==> config.mk <==
export PLATFORM = sky130hd
export DESIGN_NAME = fetch_frontend
export DESIGN_NICKNAME = d
export VERILOG_FILES = /design/src/verilog/frontend_pkg.sv /design/src/verilog/fetch_frontend.sv /design/src/verilog/instr_queue.sv /design/src/verilog/bht.sv /design/src/verilog/instr_scan.sv /design/src/verilog/fetch_buffer.sv /design/src/verilog/pc_gen.sv
export SDC_FILE = /design/constraint.sdc
export NUM_CORES = 1
export LEC_CHECK = 0
export BUFFER_PORTS_ARGS = -buffer_cell sky130_fd_sc_hd__buf_4
export CORE_UTILIZATION = 48
export CTS_BUF_LIST = sky130_fd_sc_hd__clkbuf_16
export CTS_CLUSTER_SIZE = 30
export DETAILED_ROUTE_END_ITERATION = 8
export GPL_TIMING_DRIVEN = 0
export HOLD_SLACK_MARGIN = 0.12
export PLACE_DENSITY_LB_ADDON = 0.3
export SLEW_MARGIN = 20
export SYNTH_ARGS = -nofsm -noshare
export SYNTH_HDL_FRONTEND = slang
export SYNTH_SLANG_ARGS = --single-unit
==> constraint.sdc <==
create_clock -name clk_i -period 15.2 [get_ports clk_i]
set_clock_uncertainty 0.1 [all_clocks]
set_input_delay 1.52 -clock clk_i [delete_from_list [all_inputs] [get_ports clk_i]]
set_output_delay 1.52 -clock clk_i [all_outputs]
set_load 0.02 [all_outputs]
==> src/verilog/frontend_pkg.sv <==
// shared by rtl and testbench; one 32-bit instruction per fetch, request ids are 3 bits wide
package frontend_pkg;

  // --------------------------------------------------
  // widths and parameter defaults
  // --------------------------------------------------
  localparam int unsigned VLEN = 32;
  localparam int unsigned ILEN = 32;
  // request id width, enough for up to 8 outstanding fetches
  localparam int unsigned ID_W = 3;

  // defaults only, the top level passes the real values down
  localparam int unsigned DEF_NR_OUTSTANDING = 4;
  localparam int unsigned DEF_QUEUE_DEPTH    = 8;
  localparam int unsigned DEF_BHT_ENTRIES    = 64;

  // predicted control flow class of a fetched instruction
  typedef enum logic [1:0] {
    CF_NONE   = 2'd0,
    CF_BRANCH = 2'd1,
    CF_JUMP   = 2'd2
  } cf_e;

  // --------------------------------------------------
  // memory side
  // --------------------------------------------------
  typedef struct packed {
    logic            valid;
    logic [VLEN-1:0] addr;
    logic [ID_W-1:0] id;
  } fetch_req_t;

  typedef struct packed {
    logic            valid;
    logic [ID_W-1:0] id;
    logic [ILEN-1:0] data;
  } fetch_rsp_t;

  // --------------------------------------------------
  // backend side
  // --------------------------------------------------
  typedef struct packed {
    logic            valid;
    logic            is_branch;
    logic [VLEN-1:0] pc;
    logic            taken;
    logic            mispredict;
    logic [VLEN-1:0] target;   // correct next pc
  } resolve_t;

  typedef struct packed {
    logic            valid;
    logic [VLEN-1:0] target;
  } redirect_t;

  typedef struct packed {
    logic [VLEN-1:0] pc;
    logic [ILEN-1:0] instr;
    cf_e             cf;
    logic            predict_taken;
    logic [VLEN-1:0] predict_target;
  } fetch_entry_t;

  typedef struct packed {
    logic            valid;
    logic [VLEN-1:0] pc;
    logic            taken;
  } bht_update_t;

endpackage
==> src/verilog/fetch_frontend.sv <==
// memory must answer every granted request exactly once; decode may stall but not drop entries
module fetch_frontend
  import frontend_pkg::*;
#(
  parameter int unsigned NR_OUTSTANDING = DEF_NR_OUTSTANDING,
  parameter int unsigned QUEUE_DEPTH    = DEF_QUEUE_DEPTH,
  parameter int unsigned BHT_ENTRIES    = DEF_BHT_ENTRIES
) (
  input  logic            clk_i,
  input  logic            rst_ni,
  input  logic [VLEN-1:0] boot_addr_i,
  input  redirect_t       redirect_i,
  input  resolve_t        resolve_i,
  output fetch_req_t      fetch_req_o,
  input  logic            fetch_gnt_i,
  input  fetch_rsp_t      fetch_rsp_i,
  output fetch_entry_t    fetch_entry_o,
  output logic            fetch_valid_o,
  input  logic            fetch_ready_i
);

  logic [VLEN-1:0] fetch_addr;
  logic [ID_W-1:0] alloc_id;
  logic            buf_full;
  logic [3:0]      live_count;
  logic [3:0]      queue_free;
  logic            rsp_live;
  logic [VLEN-1:0] rsp_pc;
  logic            is_branch, is_jal;
  logic [VLEN-1:0] imm;
  logic            bht_valid, bht_taken;
  bht_update_t     bht_update;
  fetch_entry_t    entry;
  logic            flush, kill, push, predict_taken, predict_valid;
  logic            can_issue, grant, stale_grant;
  // request waiting for grant, its fields are frozen
  logic            req_wait_q;
  fetch_req_t      req_hold_q;
  // set when a kill hit the waiting request
  logic            stale_q;
  // low in reset and in the boot load cycle, no request leaves before that
  logic            issue_en_q;

  // --------------------------------------------------
  // kill and predict decision
  // --------------------------------------------------
  assign flush = redirect_i.valid | (resolve_i.valid & resolve_i.mispredict);
  // a live response in a flush cycle is wrong path already
  assign push  = rsp_live & ~flush;
  always_comb begin
    predict_taken = is_jal;
    if (is_branch) begin
      // static fallback, backward taken
      predict_taken = bht_valid ? bht_taken : imm[VLEN-1];
    end
  end
  assign predict_valid = push & predict_taken;
  assign kill          = flush | predict_valid;

  assign entry.pc             = rsp_pc;
  assign entry.instr          = fetch_rsp_i.data;
  assign entry.cf             = is_jal ? CF_JUMP : (is_branch ? CF_BRANCH : CF_NONE);
  assign entry.predict_taken  = predict_taken;
  assign entry.predict_target = predict_taken ? rsp_pc + imm : rsp_pc + VLEN'(4);

  assign bht_update.valid = resolve_i.valid & resolve_i.is_branch;
  assign bht_update.pc    = resolve_i.pc;
  assign bht_update.taken = resolve_i.taken;

  // --------------------------------------------------
  // request issue
  // --------------------------------------------------
  // every live fetch plus this one needs a queue slot
  assign can_issue = issue_en_q & (queue_free > live_count) & ~buf_full;
  always_comb begin
    fetch_req_o.valid = can_issue;
    fetch_req_o.addr  = fetch_addr;
    fetch_req_o.id    = alloc_id;
    if (req_wait_q) begin
      fetch_req_o = req_hold_q;
    end
  end
  assign grant       = fetch_req_o.valid & fetch_gnt_i;
  // pc already moved on, so no advance and the slot goes in killed
  assign stale_grant = grant & req_wait_q & stale_q;

  always_ff @(posedge clk_i or negedge rst_ni) begin
    if (!rst_ni) begin
      req_wait_q <= 1'b0;
      stale_q    <= 1'b0;
      issue_en_q <= 1'b0;
    end else begin
      req_wait_q <= fetch_req_o.valid & ~fetch_gnt_i;
      stale_q    <= fetch_req_o.valid & ~fetch_gnt_i & ((req_wait_q & stale_q) | kill);
      issue_en_q <= 1'b1;
    end
  end

  always_ff @(posedge clk_i) begin
    if (fetch_req_o.valid && !fetch_gnt_i) begin
      req_hold_q <= fetch_req_o;
    end
  end

  // --------------------------------------------------
  // stages
  // --------------------------------------------------
  pc_gen i_pc_gen (
    .clk_i           (clk_i),
    .rst_ni          (rst_ni),
    .boot_addr_i     (boot_addr_i),
    .redirect_i      (redirect_i),
    .resolve_i       (resolve_i),
    .predict_valid_i (predict_valid),
    .predict_target_i(entry.predict_target),
    .advance_i       (grant & ~stale_grant),
    .fetch_addr_o    (fetch_addr)
  );

  fetch_buffer #(
    .NR_OUTSTANDING(NR_OUTSTANDING)
  ) i_fetch_buffer (
    .clk_i       (clk_i),
    .rst_ni      (rst_ni),
    .kill_i      (kill | stale_grant),
    .alloc_i     (grant),
    .alloc_addr_i(fetch_req_o.addr),
    .rsp_i       (fetch_rsp_i),
    .alloc_id_o  (alloc_id),
    .full_o      (buf_full),
    .live_count_o(live_count),
    .rsp_live_o  (rsp_live),
    .rsp_pc_o    (rsp_pc)
  );

  instr_scan i_instr_scan (
    .instr_i    (fetch_rsp_i.data),
    .is_branch_o(is_branch),
    .is_jal_o   (is_jal),
    .imm_o      (imm)
  );

  bht #(
    .BHT_ENTRIES(BHT_ENTRIES)
  ) i_bht (
    .clk_i    (clk_i),
    .rst_ni   (rst_ni),
    .read_pc_i(rsp_pc),
    .update_i (bht_update),
    .valid_o  (bht_valid),
    .taken_o  (bht_taken)
  );

  instr_queue #(
    .QUEUE_DEPTH(QUEUE_DEPTH)
  ) i_instr_queue (
    .clk_i  (clk_i),
    .rst_ni (rst_ni),
    .flush_i(flush),
    .push_i (push),
    .entry_i(entry),
    .ready_i(fetch_ready_i),
    .entry_o(fetch_entry_o),
    .valid_o(fetch_valid_o),
    .free_o (queue_free)
  );

endmodule

==> src/verilog/instr_queue.sv <==
// QUEUE_DEPTH from 2 to 15; push while full is not allowed, the caller must check free_o
module instr_queue
  import frontend_pkg::*;
#(
  parameter int unsigned QUEUE_DEPTH = DEF_QUEUE_DEPTH
) (
  input  logic         clk_i,
  input  logic         rst_ni,
  input  logic         flush_i,
  input  logic         push_i,
  input  fetch_entry_t entry_i,
  input  logic         ready_i,
  output fetch_entry_t entry_o,
  output logic         valid_o,
  output logic [3:0]   free_o
);

  localparam int unsigned PTR_W = $clog2(QUEUE_DEPTH);
  localparam int unsigned CNT_W = $clog2(QUEUE_DEPTH + 1);

  fetch_entry_t     mem_q [QUEUE_DEPTH];
  logic [PTR_W-1:0] rd_ptr_q, wr_ptr_q;
  logic [CNT_W-1:0] count_q;
  logic             pop;

  // wrap by compare so a depth that is no power of two still works
  function automatic logic [PTR_W-1:0] ptr_inc(input logic [PTR_W-1:0] ptr);
    ptr_inc = (ptr == PTR_W'(QUEUE_DEPTH - 1)) ? '0 : ptr + PTR_W'(1);
  endfunction

  assign valid_o = (count_q != '0);
  assign entry_o = mem_q[rd_ptr_q];
  assign pop     = valid_o & ready_i;
  assign free_o  = 4'(QUEUE_DEPTH) - 4'(count_q);

  // --------------------------------------------------
  // pointers and fill level
  // --------------------------------------------------
  always_ff @(posedge clk_i or negedge rst_ni) begin
    if (!rst_ni) begin
      rd_ptr_q <= '0;
      wr_ptr_q <= '0;
      count_q  <= '0;
    end else if (flush_i) begin
      // whole queue is wrong path after a backend redirect
      rd_ptr_q <= '0;
      wr_ptr_q <= '0;
      count_q  <= '0;
    end else begin
      if (push_i) begin
        wr_ptr_q <= ptr_inc(wr_ptr_q);
      end
      if (pop) begin
        rd_ptr_q <= ptr_inc(rd_ptr_q);
      end
      case ({push_i, pop})
        2'b10:   count_q <= count_q + CNT_W'(1);
        2'b01:   count_q <= count_q - CNT_W'(1);
        default: count_q <= count_q;
      endcase
    end
  end

  always_ff @(posedge clk_i) begin
    if (push_i) begin
      mem_q[wr_ptr_q] <= entry_i;
    end
  end

  // the issue credit upstream must keep room for every live response
  a_no_overflow: assert property (@(posedge clk_i) disable iff (!rst_ni)
    push_i |-> free_o != '0)
    else $error("instr_queue: push into full queue");

endmodule

==> src/verilog/bht.sv <==
// BHT_ENTRIES must be a power of two; aliasing pcs share a counter
module bht
  import frontend_pkg::*;
#(
  parameter int unsigned BHT_ENTRIES = DEF_BHT_ENTRIES
) (
  input  logic            clk_i,
  input  logic            rst_ni,
  input  logic [VLEN-1:0] read_pc_i,
  input  bht_update_t     update_i,
  output logic            valid_o,
  output logic            taken_o
);

  localparam int unsigned IDX_W = $clog2(BHT_ENTRIES);

  logic [BHT_ENTRIES-1:0] valid_q;
  logic [1:0]             cntr_q [BHT_ENTRIES];
  logic [IDX_W-1:0]       rd_idx;
  logic [IDX_W-1:0]       up_idx;
  logic [1:0]             up_cntr;

  // word aligned pcs, bits 1:0 carry no information
  assign rd_idx = read_pc_i[IDX_W+1:2];
  assign up_idx = update_i.pc[IDX_W+1:2];

  // combinational read, msb of the counter is the direction
  assign valid_o = valid_q[rd_idx];
  assign taken_o = cntr_q[rd_idx][1];

  // --------------------------------------------------
  // counter update
  // --------------------------------------------------
  always_comb begin
    up_cntr = cntr_q[up_idx];
    if (!valid_q[up_idx]) begin
      // first outcome seen, start in the weak state of that direction
      up_cntr = update_i.taken ? 2'b10 : 2'b01;
    end else if (update_i.taken && (up_cntr != 2'b11)) begin
      up_cntr = up_cntr + 2'b01;
    end else if (!update_i.taken && (up_cntr != 2'b00)) begin
      up_cntr = up_cntr - 2'b01;
    end
  end

  always_ff @(posedge clk_i or negedge rst_ni) begin
    if (!rst_ni) begin
      valid_q <= '0;
    end else if (update_i.valid) begin
      valid_q[up_idx] <= 1'b1;
    end
  end

  always_ff @(posedge clk_i) begin
    if (update_i.valid) begin
      cntr_q[up_idx] <= up_cntr;
    end
  end

endmodule

==> src/verilog/instr_scan.sv <==
// 32-bit encodings only; jalr and compressed instructions are not recognised here
module instr_scan
  import frontend_pkg::*;
(
  input  logic [ILEN-1:0] instr_i,
  output logic            is_branch_o,
  output logic            is_jal_o,
  output logic [VLEN-1:0] imm_o
);

  localparam logic [6:0] OPC_BRANCH = 7'b1100011;
  localparam logic [6:0] OPC_JAL    = 7'b1101111;

  logic [VLEN-1:0] b_imm;
  logic [VLEN-1:0] j_imm;

  assign is_branch_o = (instr_i[6:0] == OPC_BRANCH);
  assign is_jal_o    = (instr_i[6:0] == OPC_JAL);

  // b-type, 13 bit offset scattered over both ends of the word
  assign b_imm = {{(VLEN - 13){instr_i[31]}},
                  instr_i[31],
                  instr_i[7],
                  instr_i[30:25],
                  instr_i[11:8],
                  1'b0};

  // j-type, 21 bit offset
  assign j_imm = {{(VLEN - 21){instr_i[31]}},
                  instr_i[31],
                  instr_i[19:12],
                  instr_i[20],
                  instr_i[30:21],
                  1'b0};

  always_comb begin
    imm_o = '0;
    if (is_jal_o) begin
      imm_o = j_imm;
    end else if (is_branch_o) begin
      imm_o = b_imm;
    end
  end

endmodule

==> src/verilog/fetch_buffer.sv <==
// NR_OUTSTANDING from 2 to 8; responses must carry the id of a slot that is still allocated
module fetch_buffer
  import frontend_pkg::*;
#(
  parameter int unsigned NR_OUTSTANDING = DEF_NR_OUTSTANDING
) (
  input  logic            clk_i,
  input  logic            rst_ni,
  input  logic            kill_i,
  input  logic            alloc_i,
  input  logic [VLEN-1:0] alloc_addr_i,
  input  fetch_rsp_t      rsp_i,
  output logic [ID_W-1:0] alloc_id_o,
  output logic            full_o,
  output logic [3:0]      live_count_o,
  output logic            rsp_live_o,
  output logic [VLEN-1:0] rsp_pc_o
);

  localparam int unsigned IDX_W = $clog2(NR_OUTSTANDING);

  logic [NR_OUTSTANDING-1:0] valid_d, valid_q;
  logic [NR_OUTSTANDING-1:0] killed_d, killed_q;
  logic [VLEN-1:0]           pc_q [NR_OUTSTANDING];
  // slot handed out on the next alloc, held steady while a request waits for grant
  logic [IDX_W-1:0]          next_q;
  logic [IDX_W-1:0]          free_idx;
  logic [IDX_W-1:0]          rsp_idx;

  assign rsp_idx    = rsp_i.id[IDX_W-1:0];
  assign alloc_id_o = ID_W'(next_q);
  assign full_o     = &valid_q;
  assign rsp_live_o = rsp_i.valid & valid_q[rsp_idx] & ~killed_q[rsp_idx];
  assign rsp_pc_o   = pc_q[rsp_idx];

  // --------------------------------------------------
  // slot bookkeeping
  // --------------------------------------------------
  always_comb begin
    valid_d  = valid_q;
    killed_d = killed_q;
    // flush marks everything in flight, responses come back but are dropped
    if (kill_i) begin
      killed_d = killed_q | valid_q;
    end
    if (rsp_i.valid) begin
      valid_d[rsp_idx] = 1'b0;
    end
    // a grant in a kill cycle carries an address from before the kill
    if (alloc_i) begin
      valid_d[next_q]  = 1'b1;
      killed_d[next_q] = kill_i;
    end
  end

  // lowest free slot after this cycle's updates
  always_comb begin
    free_idx = '0;
    for (int i = NR_OUTSTANDING - 1; i >= 0; i--) begin
      if (!valid_d[i]) begin
        free_idx = IDX_W'(i);
      end
    end
  end

  // live entries, used for the queue credit check
  always_comb begin
    live_count_o = '0;
    for (int i = 0; i < NR_OUTSTANDING; i++) begin
      live_count_o = live_count_o + {3'b000, valid_q[i] & ~killed_q[i]};
    end
  end

  always_ff @(posedge clk_i or negedge rst_ni) begin
    if (!rst_ni) begin
      valid_q  <= '0;
      killed_q <= '0;
      next_q   <= '0;
    end else begin
      valid_q  <= valid_d;
      killed_q <= killed_d;
      // only re-pick when the held slot got used or is still busy
      if (alloc_i || valid_q[next_q]) begin
        next_q <= free_idx;
      end
    end
  end

  always_ff @(posedge clk_i) begin
    if (alloc_i) begin
      pc_q[next_q] <= alloc_addr_i;
    end
  end

  a_rsp_id_live: assert property (@(posedge clk_i) disable iff (!rst_ni)
    rsp_i.valid |-> (rsp_i.id < NR_OUTSTANDING) && valid_q[rsp_idx])
    else $error("fetch_buffer: response id %0d names no outstanding slot", rsp_i.id);

  a_alloc_free: assert property (@(posedge clk_i) disable iff (!rst_ni)
    alloc_i |-> !valid_q[next_q])
    else $error("fetch_buffer: alloc into busy slot %0d", next_q);

endmodule

==> src/verilog/pc_gen.sv <==
// boot_addr_i must be stable from reset release until the first fetch request is issued
module pc_gen
  import frontend_pkg::*;
(
  input  logic            clk_i,
  input  logic            rst_ni,
  input  logic [VLEN-1:0] boot_addr_i,
  input  redirect_t       redirect_i,
  input  resolve_t        resolve_i,
  input  logic            predict_valid_i,
  input  logic [VLEN-1:0] predict_target_i,
  input  logic            advance_i,
  output logic [VLEN-1:0] fetch_addr_o
);

  logic [VLEN-1:0] pc_d, pc_q;
  // set for one cycle after reset, selects the boot address
  logic            boot_load_q;
  logic            mispredict;

  assign mispredict   = resolve_i.valid & resolve_i.mispredict;
  assign fetch_addr_o = boot_load_q ? boot_addr_i : pc_q;

  // --------------------------------------------------
  // next pc, lowest priority first
  // --------------------------------------------------
  always_comb begin
    // hold the current fetch address by default
    pc_d = fetch_addr_o;
    // sequential step once the request went out
    if (advance_i) begin
      pc_d = fetch_addr_o + VLEN'(4);
    end
    // taken prediction from the response stage
    if (predict_valid_i) begin
      pc_d = predict_target_i;
    end
    // resolved mispredict from execute
    if (mispredict) begin
      pc_d = resolve_i.target;
    end
    // trap, eret or any other flush wins over everything
    if (redirect_i.valid) begin
      pc_d = redirect_i.target;
    end
  end

  always_ff @(posedge clk_i or negedge rst_ni) begin
    if (!rst_ni) begin
      boot_load_q <= 1'b1;
      pc_q        <= '0;
    end else begin
      boot_load_q <= 1'b0;
      pc_q        <= pc_d;
    end
  end

  // the backend and the response stage must never feed X into the pc mux
  a_redirect_known: assert property (@(posedge clk_i) disable iff (!rst_ni)
    !$isunknown({redirect_i.valid, mispredict, predict_valid_i}))
    else $error("pc_gen: unknown redirect source");

endmodule

# Word level (Yosys, flattened, before mapping)
# Memories as Yosys holds them, arrays and structs flattened.
# Index checks and enable logic that the tools add are counted.
[totals]
output_inout_bits = 136
regBits = 156
inputBits = 173
mem_bits_rw = 1048
memories = 3
wordCells = 155
[classes]
n_bitwise = 38
eq_ne = 7
muxes = 56
n_reduce_logical = 15
addsub = 13
magnitude_cmp = 8
[mem_list]
columns = ["memory", "depth", "word_bits", "rd", "rd_clocked_by_memory_dff", "write_ports", "line_no", "source"]
rows = [
  ["i_instr_queue.mem_q", 8, 99, 1, 0, 1, "instr_queue.sv:21", "fetch_entry_t mem_q [QUEUE_DEPTH];"],
  ["i_bht.cntr_q", 64, 2, 2, 0, 1, "bht.sv:18", "logic [1:0] cntr_q [BHT_ENTRIES];"],
  ["i_fetch_buffer.pc_q", 4, 32, 1, 0, 1, "fetch_buffer.sv:24", "logic [VLEN-1:0] pc_q [NR_OUTSTANDING];"],
]
[op_table]
columns = ["op", "n"]
rows = [
  ["32-bit 2-to-1 mux", 8],
  ["32-bit by 3-bit adder with 32-bit output (second input constant)", 2],
  ["64-bit OR", 1],
  ["36-bit 2-to-1 mux", 1],
  ["32-bit adder", 1],
  ["1-bit bitwise AND", 20],
  ["4-bit 2-to-1 mux", 5],
  ["2-bit 2-to-1 mux", 9],
  ["3-bit 2-to-1 mux", 6],
  ["1-bit 2-to-1 mux", 17],
  ["7-bit equality test (second input constant)", 2],
  ["6-bit by 7-bit less-than comparator with 1-bit output (second input constant)", 2],
  ["1-bit binary-select mux with 6-bit select", 2],
  ["1-bit NOT", 9],
  ["4-bit by 1-bit adder with 4-bit output", 2],
  ["4-bit OR", 2],
  ["4-bit case mux with 2 select lines", 1],
  ["3-bit by 1-bit adder with 3-bit output (second input constant)", 2],
  ["1-bit binary-select mux with 2-bit select", 3],
  ["1-bit demux with 6-bit select", 1],
  ["3-bit equality test (second input constant)", 2],
  ["6-bit by 1-bit >= comparator with 1-bit output (second input constant)", 1],
  ["1-bit logical AND", 6],
  ["2-bit by 3-bit less-than comparator with 1-bit output (second input constant)", 2],
  ["other kinds (22)", 30],
]

# Logic depth before layout (Yosys ltp)
# Gate-level depths: netlist of run 1.
[depth]
word_depth = 18
depth_mapped = 20
mapped_depth_nobuf = 18

# Hierarchy
# Synthesis of run 1 repeated with hierarchy kept, for this count alone.
[unflattened]
cells_unflattened = 3051
hier_area_um2 = 52449.1
[by_module_without_submodules]
columns = ["mod", "cells_each", "seq_area_each_um2", "area_per_inst_um2", "n_inst"]
rows = [
  ["instr_queue", 1227, 24033.0, 30330.3, 1],
  ["bht", 599, 5445.2, 8675.8, 1],
  ["fetch_buffer", 229, 4093.9, 5235.0, 1],
  ["fetch_frontend", 511, 1156.1, 4389.2, 1],
  ["pc_gen", 412, 827.0, 3298.2, 1],
  ["instr_scan", 73, 0.0, 520.5, 1],
]

# Least setup slack after synthesis of run 1
# Ideal clock, no wire load.
[synth_path]
path_kind = "in2reg"
from = "in fetch_rsp_i[32] (netlist bit)"
to = "mem i_instr_queue.mem_q[4][10] (netlist bit) (enable)"
n_path_buf = 4
setup_slack_ns = 1.096
setup_time_ns = 0.829
cell_stages = 7
arrival_time_ns = 13.175
required_time_ns = 14.271
path_cell_list = "buf_6 buf_2 buf_1 mux4_2 nand3_1 clkbuf_1 nor4b_1"
[synth_between]
elab_chain_len = 7
[synth_rtl]
columns = ["element", "line_no", "source"]
rows = [
  ["start, declared", "fetch_frontend.sv:16", "input fetch_rsp_t fetch_rsp_i,"],
  ["1-bit binary-select mux with 2-bit select", "fetch_buffer.sv:33", "assign rsp_live_o = rsp_i.valid & valid_q[rsp_idx] & ~killed_q[rsp_idx];"],
  ["1-bit 2-to-1 mux (not written as such)", "fetch_buffer.sv:33", ""],
  ["1-bit bitwise AND or 1-bit NOT (tied branches)", "fetch_buffer.sv:33", ""],
  ["1-bit bitwise AND *", "fetch_buffer.sv:33", ""],
  ["1-bit bitwise AND *", "fetch_frontend.sv:49", "assign push = rsp_live & ~flush;"],
  ["1-bit 2-to-1 mux *", "instr_queue.sv:65", "if (push_i) begin"],
  ["1-bit 2-to-1 mux (not written as such) *", "instr_queue.sv:66", "mem_q[wr_ptr_q] <= entry_i;"],
  ["end, declared", "instr_queue.sv:21", ""],
]
# Mark *: on every way between the ends. The rest lies on a longest branch, timed or not. The select of a mux whose other input is x is not followed.

==> results of run 1 <==
## cell usage in the layout, fill, tap and decap left out, types with 34 or more instances in the layout
cell type                   instances
sky130_fd_sc_hd__nor2_1           161
sky130_fd_sc_hd__clkbuf_1          92
sky130_fd_sc_hd__buf_4            360
sky130_fd_sc_hd__mux2_2           140
sky130_fd_sc_hd__or2_2             69
sky130_fd_sc_hd__xnor2_1           51
sky130_fd_sc_hd__buf_2             51
sky130_fd_sc_hd__inv_1             65
sky130_fd_sc_hd__a22oi_1           48
sky130_fd_sc_hd__o22ai_1           65
sky130_fd_sc_hd__mux2i_1           88
sky130_fd_sc_hd__edfxtp_1        1076
sky130_fd_sc_hd__nand3_1           45
sky130_fd_sc_hd__ha_1              46
sky130_fd_sc_hd__mux4_2           238
sky130_fd_sc_hd__xor2_1            38
sky130_fd_sc_hd__clkbuf_16        121
sky130_fd_sc_hd__dfrtp_1          119
sky130_fd_sc_hd__a21oi_1           90
sky130_fd_sc_hd__nand2_1          106
sky130_fd_sc_hd__buf_6             34
## metal layers
layer,part of all wire [%],vias to the layer above
li1,-,12950
met4,2.8,2
met2,47,1685
met5,0.0057,-
met1,40,15554
met3,9.8,263
## stage by stage
stage	cells	hold slack [ps]
2_1_floorplan	2952	355
3_3_place_gp	4621	376
3_5_place_dp	4779	376
4_1_cts	4998	394
5_1_grt	4999	413
6_report	5000	394
## power breakdown
| part | total (mW) | leakage, nW | switching, mW | internal [mW] |
|---|---|---|---|---|
| Clock | 2.88 | 1.97 | 1.27 | 1.62 |
| Combinational | 1.62 | 7.88 | 1.00 | 0.617 |
| Sequential | 3.95 | 11.2 | 0.0596 | 3.89 |
| Total | 8.45 | 21.1 | 2.33 | 6.12 |
## Yosys cell counts, drive strengths merged (4+ instances only)
library cell	instances	area, µm²
nor4	10	62.6
a22o	23	201
o21ai	33	176
mux2	153	1720
nor2b	20	125
a21oi	92	460
and3b	5	43.8
nand2	107	404
buf	57	318
edfxtp	1076	32300
and2	17	106
ha	46	576
or2	69	432
xnor2	51	447
xor2	38	333
a22oi	48	360
dfrtp	119	2980
nor4b	4	35.0
a2111oi	5	43.8
or3	5	31.3
inv	43	161
o21a	5	37.5
nand3b	9	67.6
nor3b	11	82.6
a221oi	17	149
nor3	21	105
nor2	164	616
nand4	11	68.8
and3	20	125
o22ai	65	407
o211ai	17	146
nand2b	6	37.5
nand3	45	225
a21o	26	195
mux4	238	5360
a31oi	27	169
mux2i	88	881
a211oi	12	103
clkbuf	92	345
a32oi	4	35.0
o21bai	7	52.6
## worst register-to-register path, cell delays in order (launching register included)
cell,delay [ps]
sky130_fd_sc_hd__edfxtp_1,320
sky130_fd_sc_hd__mux4_2,220
sky130_fd_sc_hd__buf_2,290
sky130_fd_sc_hd__buf_2,420
sky130_fd_sc_hd__clkbuf_1,770
sky130_fd_sc_hd__ha_1,440
sky130_fd_sc_hd__a211oi_1,200
sky130_fd_sc_hd__o21ai_0,200
sky130_fd_sc_hd__o211ai_1,390
sky130_fd_sc_hd__a21oi_1,180
sky130_fd_sc_hd__o41ai_1,650
sky130_fd_sc_hd__o21ai_0,240
sky130_fd_sc_hd__xnor2_1,350
sky130_fd_sc_hd__mux2i_1,170
sky130_fd_sc_hd__xor2_1,720
## worst paths after layout
path	startpoint	to	cells past startpoint
hold reg to reg	i_bht.valid_q[30]	i_bht.valid_q[30]	1
setup reg to reg	i_fetch_buffer.pc_q[3][3]	i_instr_queue.mem_q[4][31]	14
hold / removal	i_bht.valid_q[30]	i_bht.valid_q[30]	1
setup / recovery	fetch_rsp_i[6]	i_instr_queue.mem_q[5][31]	19
max in group asynchronous	rst_ni	i_pc_gen.boot_load_q	2
min in group asynchronous	rst_ni	i_bht.valid_q[0]	1
## layout make-up
cell class / count / area, µm² / share of cell area [%]
sequential: 1196 / 35300 / 58.7
multi-input combinational: 1564 / 15000 / 24.9
timing repair buffer: 437 / 3520 / 5.84
clock buffer: 121 / 3030 / 5.03
tap: 1391 / 1740 / 2.89
clock inverter: 98 / 793 / 1.32
buffer: 149 / 664 / 1.10
inverter: 43 / 161 / 0.268
antenna: 1 / 2.50 / 0.00416
## cells by family (layout without fill, tap and decap cells)
group	after synthesis	in the layout	synth area share (%)
AO/OA/AOI/OAI	410	410	5.50
XOR/XNOR	89	89	1.53
adder cells (fa/ha/maj)	49	49	1.25
buffers and inverters	192	848	1.62
flip-flops	1196	1196	69.2
multiplexers	479	479	15.6
other	2	3	0.0147
AND/OR/NAND/NOR	535	535	5.23
## flip-flops by register name, summed over array words and instances, names as in the netlist, 2 cells and up
signal / count
i_instr_queue.mem_q: 784
i_bht.cntr_q: 128
i_fetch_buffer.pc_q: 128
i_bht.valid_q: 64
req_hold_q: 36
i_pc_gen.pc_q: 32
i_fetch_buffer.killed_q: 4
i_fetch_buffer.valid_q: 4
i_instr_queue.count_q: 4
i_instr_queue.rd_ptr_q: 3
i_instr_queue.wr_ptr_q: 3
i_fetch_buffer.next_q: 2
==> summary by stage, run 1 <==
Run status
The flow ran to the end, and the final reports show no timing, DRC or antenna violations.

Setup path
The maximum fanout count along the critical path is 17. On the worst path, the slowest cell contributes a delay of approximately 800 ps. The data required time at the worst endpoint is 15470 ps. By startpoint and endpoint, the worst setup path is classified as input port to flop. Data arrives at the worst endpoint at 8280 ps. The most numerous cell type found on the critical path is sky130_fd_sc_hd__clkbuf_1. Broken down by cell family, the worst path's largest delay share belongs to compound AO/OA/AOI/OAI gates. The critical path buffer and inverter count is 5. In this run the register-to-register setup slack is roughly 9000 ps.

The type of destination of the critical path is a flop. The startpoint kind of the worst setup timing path is an input port. Walking the worst path, the cells encountered are buf_4 > nor2b_1 > nand4_1 > or2_2 > clkbuf_1 > inv_1 > clkbuf_1 > clkbuf_1 > a21o_1 > ha_1 > a21oi_1 > o21bai_1 > a2111oi_0 > o31ai_1 > o41ai_1 > o21ai_0 > xnor2_1 > mux2i_1 > xor2_1. The slowest stage of the critical path is the sky130_fd_sc_hd__clkbuf_1 cell.

Clocking
After clock tree synthesis, the repair step resized 0 gates. After clock tree synthesis, the setup repair step added 0 buffers. TritonCTS built the clock tree. The tree is rooted in a sky130_fd_sc_hd__clkbuf_16. The clock drives 1196 sinks. The maximum root-to-sink buffer count is 3. The worst-skew pair later-pin latency is slightly above 700 ps. The CTS buffer count is between 100 and 150. The number of hold buffers added after CTS was 0.

The H-tree was split into 3 levels. The clock slew at the register clock pins of the worst setup and hold paths is around 60 ps.

Timing
Setup repair after global routing left no endpoint under its margin. Once routing completed, OpenROAD measured the worst setup slack at 7190 ps. For this run, the top clock speed supported by timing is roughly 0.12 GHz.

The relative max-transition margin is between 20% and 30%. The number of max-slew violations in the final report is 0. The actual slew at the worst max-slew pin is ~1100 ps. The count of endpoints failing hold in the final timing report is 0. The final critical path takes up 52.7% of the cycle. The time the worst path needs with I/O delays and setup is 8010 ps. Setup violations remaining at the end of the flow were counted as 0.

In the final timing run, aggregate negative setup slack is 0 ps.

GRT
For met1 alone, demand over resource in global routing was between 30% and 40%. The initial antenna violation count is 4. The final global-route overflow total is 0.

The total routing usage reported by global routing is a little over a quarter. The first global-routing pass estimated roughly 200000 µm of wire. The layer with the highest usage after global routing is met2. The met2 demand-to-capacity share in global routing is between 40% and 50%.

The number of global-route vias before repair is 30136. Global routing consumed, on the met3 layer, 5.01% of the routing resources. Entering global routing, the biggest net connects 88 pins.

Floorplan
The initial utilization of the core area, before any placement, comes to between 40 and 50%. Pin placement for this block handled approximately 310 I/O pins. The die width is about 330 µm. The number of rows in the core area is approximately 120. The area of the placeable core is approximately 110000 µm². The die height is between 300 and 400 µm. The die outline area is ~110000 µm².

Cells and area
The final-layout fill cell count is just under 8000. The finished layout cell area is 60200 µm². The area added between synthesis and finish is 18.0%.

The post-route netlist has 31.0% of its cells at a drive strength greater than 1. The number of nets in the layout is 3732. The utilization of the core after routing is 57.2%.

Placed design
The weighted congestion reported at the end of routability-driven placement is around 0.93. The port buffer count is 278. The cell area after placement is ~56000 µm².

The HPWL after detailed placement is about 100000 µm. At the placement stage, the worst setup path has a slack of between 6000 and 7000 ps.

Job
The max capacitance violation total is 0.

Routing
The per-cell via count in the routed design is 6.09. The routed via count is about 30000. The number of nets still failing antenna checks after routing is 0. The aggregate routed wire length is between 100000 and 150000 µm.

The average wire per cell in the routed design is 28.1 µm. The first-pass detailed-route iteration total is 6. The post-detailed-route DRC marker count is 0. The first routing iteration left around 3800 violations.

Logic synthesis
The count of flip-flops with a built-in enable after synthesis is roughly 1100. The number of distinct library cell variants in the gate-level netlist after synthesis is between 70 and 80. The number of nets produced by synthesis is 3174. Among all flip-flop cells after synthesis, the most frequent one is sky130_fd_sc_hd__edfxtp_1.

The cell count after synthesis is 2952. For this run, the register share of the synthesized area comes to about 70%. The synthesized flop and latch total is 1196. Summing every instance area after synthesis gives approximately 51000 µm². The post-synthesis average cell area is approximately 17 µm².

The share of flip-flops with an asynchronous set or reset after synthesis is roughly a tenth. The number of warning messages in the yosys log is 0.

Power
The leakage power is between 20 and 25 nW. VDD sags by at most ~0.00011 V. Power spread over the standard cell area amounts to ~140 nW/µm². The design draws ~8.5 mW.

Min path
The worst min-delay path class is flop to flop.
Note: power is estimated with default switching activity, not from simulation.
==> run 2: changes to the inputs <==
ABC_AREA = 1   (was not set)
clock period = 6.74 ns   (was 15.2 ns; I/O delays follow)
==> run 2 against run 1 <==
Compared with the run above:
- sequential share of layout area decreased by 2.8 points
- critical endpoint is now i_pc_gen.pc_q[27]
- largest cell class unchanged
- non-clock buffer count rose by 88
- die area up 4.4%
==> summary by stage, run 2 <==
Logic synthesis
The share of Yosys cell area claimed by the top area cell type is 60.7% (-2.7 points). The xor/xnor cell area share of the yosys netlist came to 1.41% (-0.11 points). The count of flip-flops with a built-in enable after synthesis came to 1076 (unchanged). Ranked by total cell area, the synthesized netlist is headed by sky130_fd_sc_hd__edfxtp_1 61%, sky130_fd_sc_hd__nor2_1 6.8%, sky130_fd_sc_hd__dfrtp_1 5.6%, sky130_fd_sc_hd__o21ai_0 5.1%, sky130_fd_sc_hd__nand2_1 4.6%. By count the netlist is led by 1076 x sky130_fd_sc_hd__edfxtp_1, 961 x sky130_fd_sc_hd__nor2_1, 655 x sky130_fd_sc_hd__nand2_1. The number of distinct library cell variants in the gate-level netlist after synthesis is 62 (-19%). The dominant combinational cell family by area after synthesis is simple AND/OR/NAND/NOR gates. Of all cell types, the one taking the most synthesized area is sky130_fd_sc_hd__edfxtp_1. The number of nets produced by synthesis is 5148 (+62%).

The dominant cell by count in the synthesized netlist is sky130_fd_sc_hd__edfxtp_1. The share of synthesized cell area in full adder, half adder and majority cells is 1.19% (-0.053 points). The synthesized flop and latch total is 1196 (unchanged). The cell count after synthesis was 4926 (+67%).

The share of flip-flops with an asynchronous set or reset after synthesis is 10.0% (unchanged). The simple logic cell fraction of the synthesized area is 15.5% (+10 points). The sequential cell area fraction in the yosys report was 66.3% (-2.9 points). The number of warning messages in the yosys log is 0 (unchanged).

The cell area after synthesis came to 53300 µm² (+4.4%). The portion of netlist area occupied by mux cells is 0.376% (-15 points). The post-synthesis average cell area is 10.8 µm² (-37%).

The top flip-flop cell by instance count after synthesis is sky130_fd_sc_hd__edfxtp_1. The post-synthesis compound-gate area fraction came to 10.8% (+5.3 points).

Setup path
The most numerous cell type found on the critical path is sky130_fd_sc_hd__nand2_1. The maximum fanout count along the critical path is 16 (-1). The logic depth of the worst setup path including buffers is 25 (+6). The classification of the worst setup path is input port to flop. The slowest stage of the critical path belongs to the cell sky130_fd_sc_hd__nor4_4.

The critical path buffer and inverter count came to 8 (+3). The path depth of the worst reg2reg path is 22 (+8). The type of destination of the critical path is a flop.

The worst register-to-register path ends at i_pc_gen.pc_q[20]. The arrival time of the worst setup path is 7010 ps (-1270 ps). The kind of cell adding the most delay to the critical path is simple AND/OR/NAND/NOR gates. The worst register-to-register path begins at i_fetch_buffer.valid_q[1]. The data required time at the worst endpoint came to 7270 ps (-8200 ps). The capture point of the worst path is i_pc_gen.pc_q[27]. In this run the worst setup path begins at fetch_rsp_i[6]. STA classifies the critical path startpoint as an input port. The biggest cell delay along the critical path is 850 ps (+50 ps).

The setup slack on the worst flop-to-flop path is 1380 ps (-7810 ps).

Clocking
The CTS buffer count is 119 (unchanged). The tree is rooted in a sky130_fd_sc_hd__clkbuf_16. The maximum root-to-sink buffer count is 3 (unchanged). The number of sinks driven by the clock tree is 1196 (unchanged). The clock tree from TritonCTS is yes. The worst-skew pair later-pin latency is 750 ps (+30 ps). The clock slew at the register clock pins of the worst setup and hold paths is 60 ps (about the same). The deepest level of the CTS H-tree is 3 (unchanged).

Timing
The highest clock rate is approximately 0.15 GHz. The count of final setup violators is 0 (unchanged). The share of the clock period used by the worst path after layout is a little over nine tenths. The sum of negative setup slack is 0 ps (unchanged). The count of endpoints failing hold in the final timing report is 0 (unchanged).

The relative max-transition margin came to 13.5% (-12 points). The time the worst path needs with I/O delays and setup is 6490 ps. The worst hold slack after final layout came to 149 ps (-245 ps). Setup repair after global routing left no endpoint under its margin. The final critical-path setup slack was 255 ps (-6930 ps).

The actual slew at the worst max-slew pin was 1280 ps (+166 ps). The number of max-slew violations in the final report is 0 (unchanged).

Floorplan
The initial standard-cell utilization of the core is 48.7% (+0.22 points). The die outline area is 112000 µm² (+4.4%). The number of rows in the core area is 121 (+1.7%). The die height is 335 µm (+2.2%). The number of primary I/O pins is 309 (unchanged). The area of the placeable core came to 109000 µm² (+4.0%). The die width is 335 µm (+2.2%).

Placed design
The weighted congestion reported at the end of routability-driven placement came to 0.981 (+5.4%). The detailed placer's ending HPWL is 121000 µm (+20%). The port buffer count is 280 (+0.72%). The pre-CTS setup slack is 352 ps (-6300 ps). The instance count after placement with tap cells included is 6752 (+41%).

Cells and area
The post-route non-filler standard cell count was 7041 (+41%). The area added between synthesis and finish is 18.6%. The number of nets in the layout was 5682 (+52%). The largest register by flop count is i_instr_queue.mem_q. The most common library cell in the layout ignoring fill and taps is sky130_fd_sc_hd__edfxtp_1. The final-layout fill cell count is 9009 (+13%). The number of flip-flops in the largest register is 784 (unchanged). In the layout the commonest cells are 1076 x sky130_fd_sc_hd__edfxtp_1, 953 x sky130_fd_sc_hd__nor2_1, 654 x sky130_fd_sc_hd__nand2_1. The largest registers in the layout are i_instr_queue.mem_q x784, i_bht.cntr_q x128, i_fetch_buffer.pc_q x128.

The fraction of layout instances using a drive strength above 1 is 12.5% (-19 points).

Routing
The first-pass detailed-route iteration total came to 6 (unchanged). The count of routing violations after the opening detailed-route iteration came to 5109 (+33%). The detailed route wirelength on metal3 is 17400 µm (+27%). The number of nets still failing antenna checks after routing was 0 (unchanged). The length of routed wiring on met1 is 66200 µm (+17%). The detailed-routed wire length on met2 is 79400 µm (+20%). The aggregate routed wire length is 170000 µm (+21%). The routed via count is 40720 (+34%). The per-cell via count in the routed design is 5.78 (-5.0%). In this run the top signal layer used is met5.

The post-detailed-route DRC marker count is 0 (unchanged). The average wire per cell in the routed design is 24.1 µm (-14%).

GRT
The initial antenna violation count is 4 (unchanged). The total routing usage reported by global routing came to 29.9% (+3.9 points). The wire length of the first global-routing pass came to 248000 µm (+22%). The largest net degree at the start of global routing was 87 (-1.1%). The number of global-route vias before repair is 39120 (+30%).

The final global-route overflow total came to 0 (unchanged).

Power
The leakage power is 23.7 nW (+13%). The maximum VDD drop was 0.000244 V (+120%). The power density relative to cell area was 320 nW/µm² (+130%). The total power is 20.2 mW (+140%).

Run status
The flow ran to the end, and the final reports show no timing, DRC or antenna violations.

Min path
In this run the worst hold path is classified as input port to flop.

Job
The max capacitance violation total came to 0 (unchanged).
-- run 2: area by class of cell --
cell class / instances / area (µm²) / share of cell area [%]
sequential: 1196 / 35300 / 55.9
multi-input combinational: 3159 / 15700 / 24.9
timing repair buffer: 413 / 4010 / 6.35
clock buffer: 119 / 2980 / 4.72
tap: 1476 / 1850 / 2.92
buffer: 261 / 1170 / 1.86
inverter: 310 / 1160 / 1.84
clock inverter: 106 / 915 / 1.45
antenna: 1 / 2.50 / 0.00396
-- run 2: power breakdown --
part,leakage [nW],switching [mW],total (mW),internal [mW]
registers,11.1,0.124,8.87,8.74
clock network,1.97,2.92,6.57,3.65
logic,10.6,3.37,4.76,1.38
-- run 2: kinds of logic (layout without fill, tap and decap cells) --
family	after synthesis	after routing
simple gates	1996	1996
flops	1196	1196
compound gates	1006	1006
buf+inv	571	1209
xor+xnor	86	86
fa+ha+maj	49	49
mux	20	20
other cells	2	3
-- run 2: worst register-to-register path, cell delays in order (launching register included) --
cell and delay, ps:
sky130_fd_sc_hd__dfrtp_1 410, sky130_fd_sc_hd__inv_1 110, sky130_fd_sc_hd__nor2_1 60, sky130_fd_sc_hd__ha_1 310, sky130_fd_sc_hd__fa_1 400, sky130_fd_sc_hd__ha_1 300, sky130_fd_sc_hd__inv_1 50, sky130_fd_sc_hd__ha_1 280
sky130_fd_sc_hd__nand2_1 60, sky130_fd_sc_hd__o21ai_0 180, sky130_fd_sc_hd__nand2_1 70, sky130_fd_sc_hd__nand2_1 100, sky130_fd_sc_hd__nand4_1 170, sky130_fd_sc_hd__nand2_1 220, sky130_fd_sc_hd__nand2_1 370, sky130_fd_sc_hd__nor2_1 440
sky130_fd_sc_hd__clkbuf_1 490, sky130_fd_sc_hd__nand2_1 120, sky130_fd_sc_hd__o21a_1 120, sky130_fd_sc_hd__nand2_1 60, sky130_fd_sc_hd__nand3_1 150, sky130_fd_sc_hd__a21oi_1 180, sky130_fd_sc_hd__dlygate4sd3_1 570
-- run 2: what timing repair did --
item	CTS	global route
hold buffers	63	0
setup buffers	0	0
hold endpoints to repair	323	0
resized for setup	0	0
-- run 2: metrics by stage --
step | instance area, µm² | util [%]
floorplan | 53300 | -
global placement | 57200 | 52.3
detailed placement | 58600 | 53.6
CTS | 63100 | 57.7
global route | 63100 | 57.7
finish | 63100 | 57.7
-- run 2: metal layers --
metal | GRT usage (%) | vias to the layer above
li1 | - | 18408
met1 | 40.0 | 19558
met2 | 48.2 | 2347
met3 | 5.50 | 403
met4 | 12.0 | 4
met5 | 0 | -
-- run 2: how the worst min path moves through the flow --
| stage | end | slack (ps) | cells past startpoint | from |
|---|---|---|---|---|
| after detailed placement | i_bht.valid_q[8] | 370 | 2 | i_bht.valid_q[8] |
| after global routing | i_instr_queue.mem_q[0][56] | 150 | 1 | fetch_rsp_i[21] |
| final | i_instr_queue.mem_q[0][56] | 150 | 1 | fetch_rsp_i[21] |
| after global placement | i_bht.valid_q[18] | 370 | 2 | i_bht.valid_q[18] |
| after CTS | i_instr_queue.mem_q[0][56] | 120 | 1 | fetch_rsp_i[21] |
| after floorplan | i_bht.valid_q[0] | 280 | 0 | rst_ni |
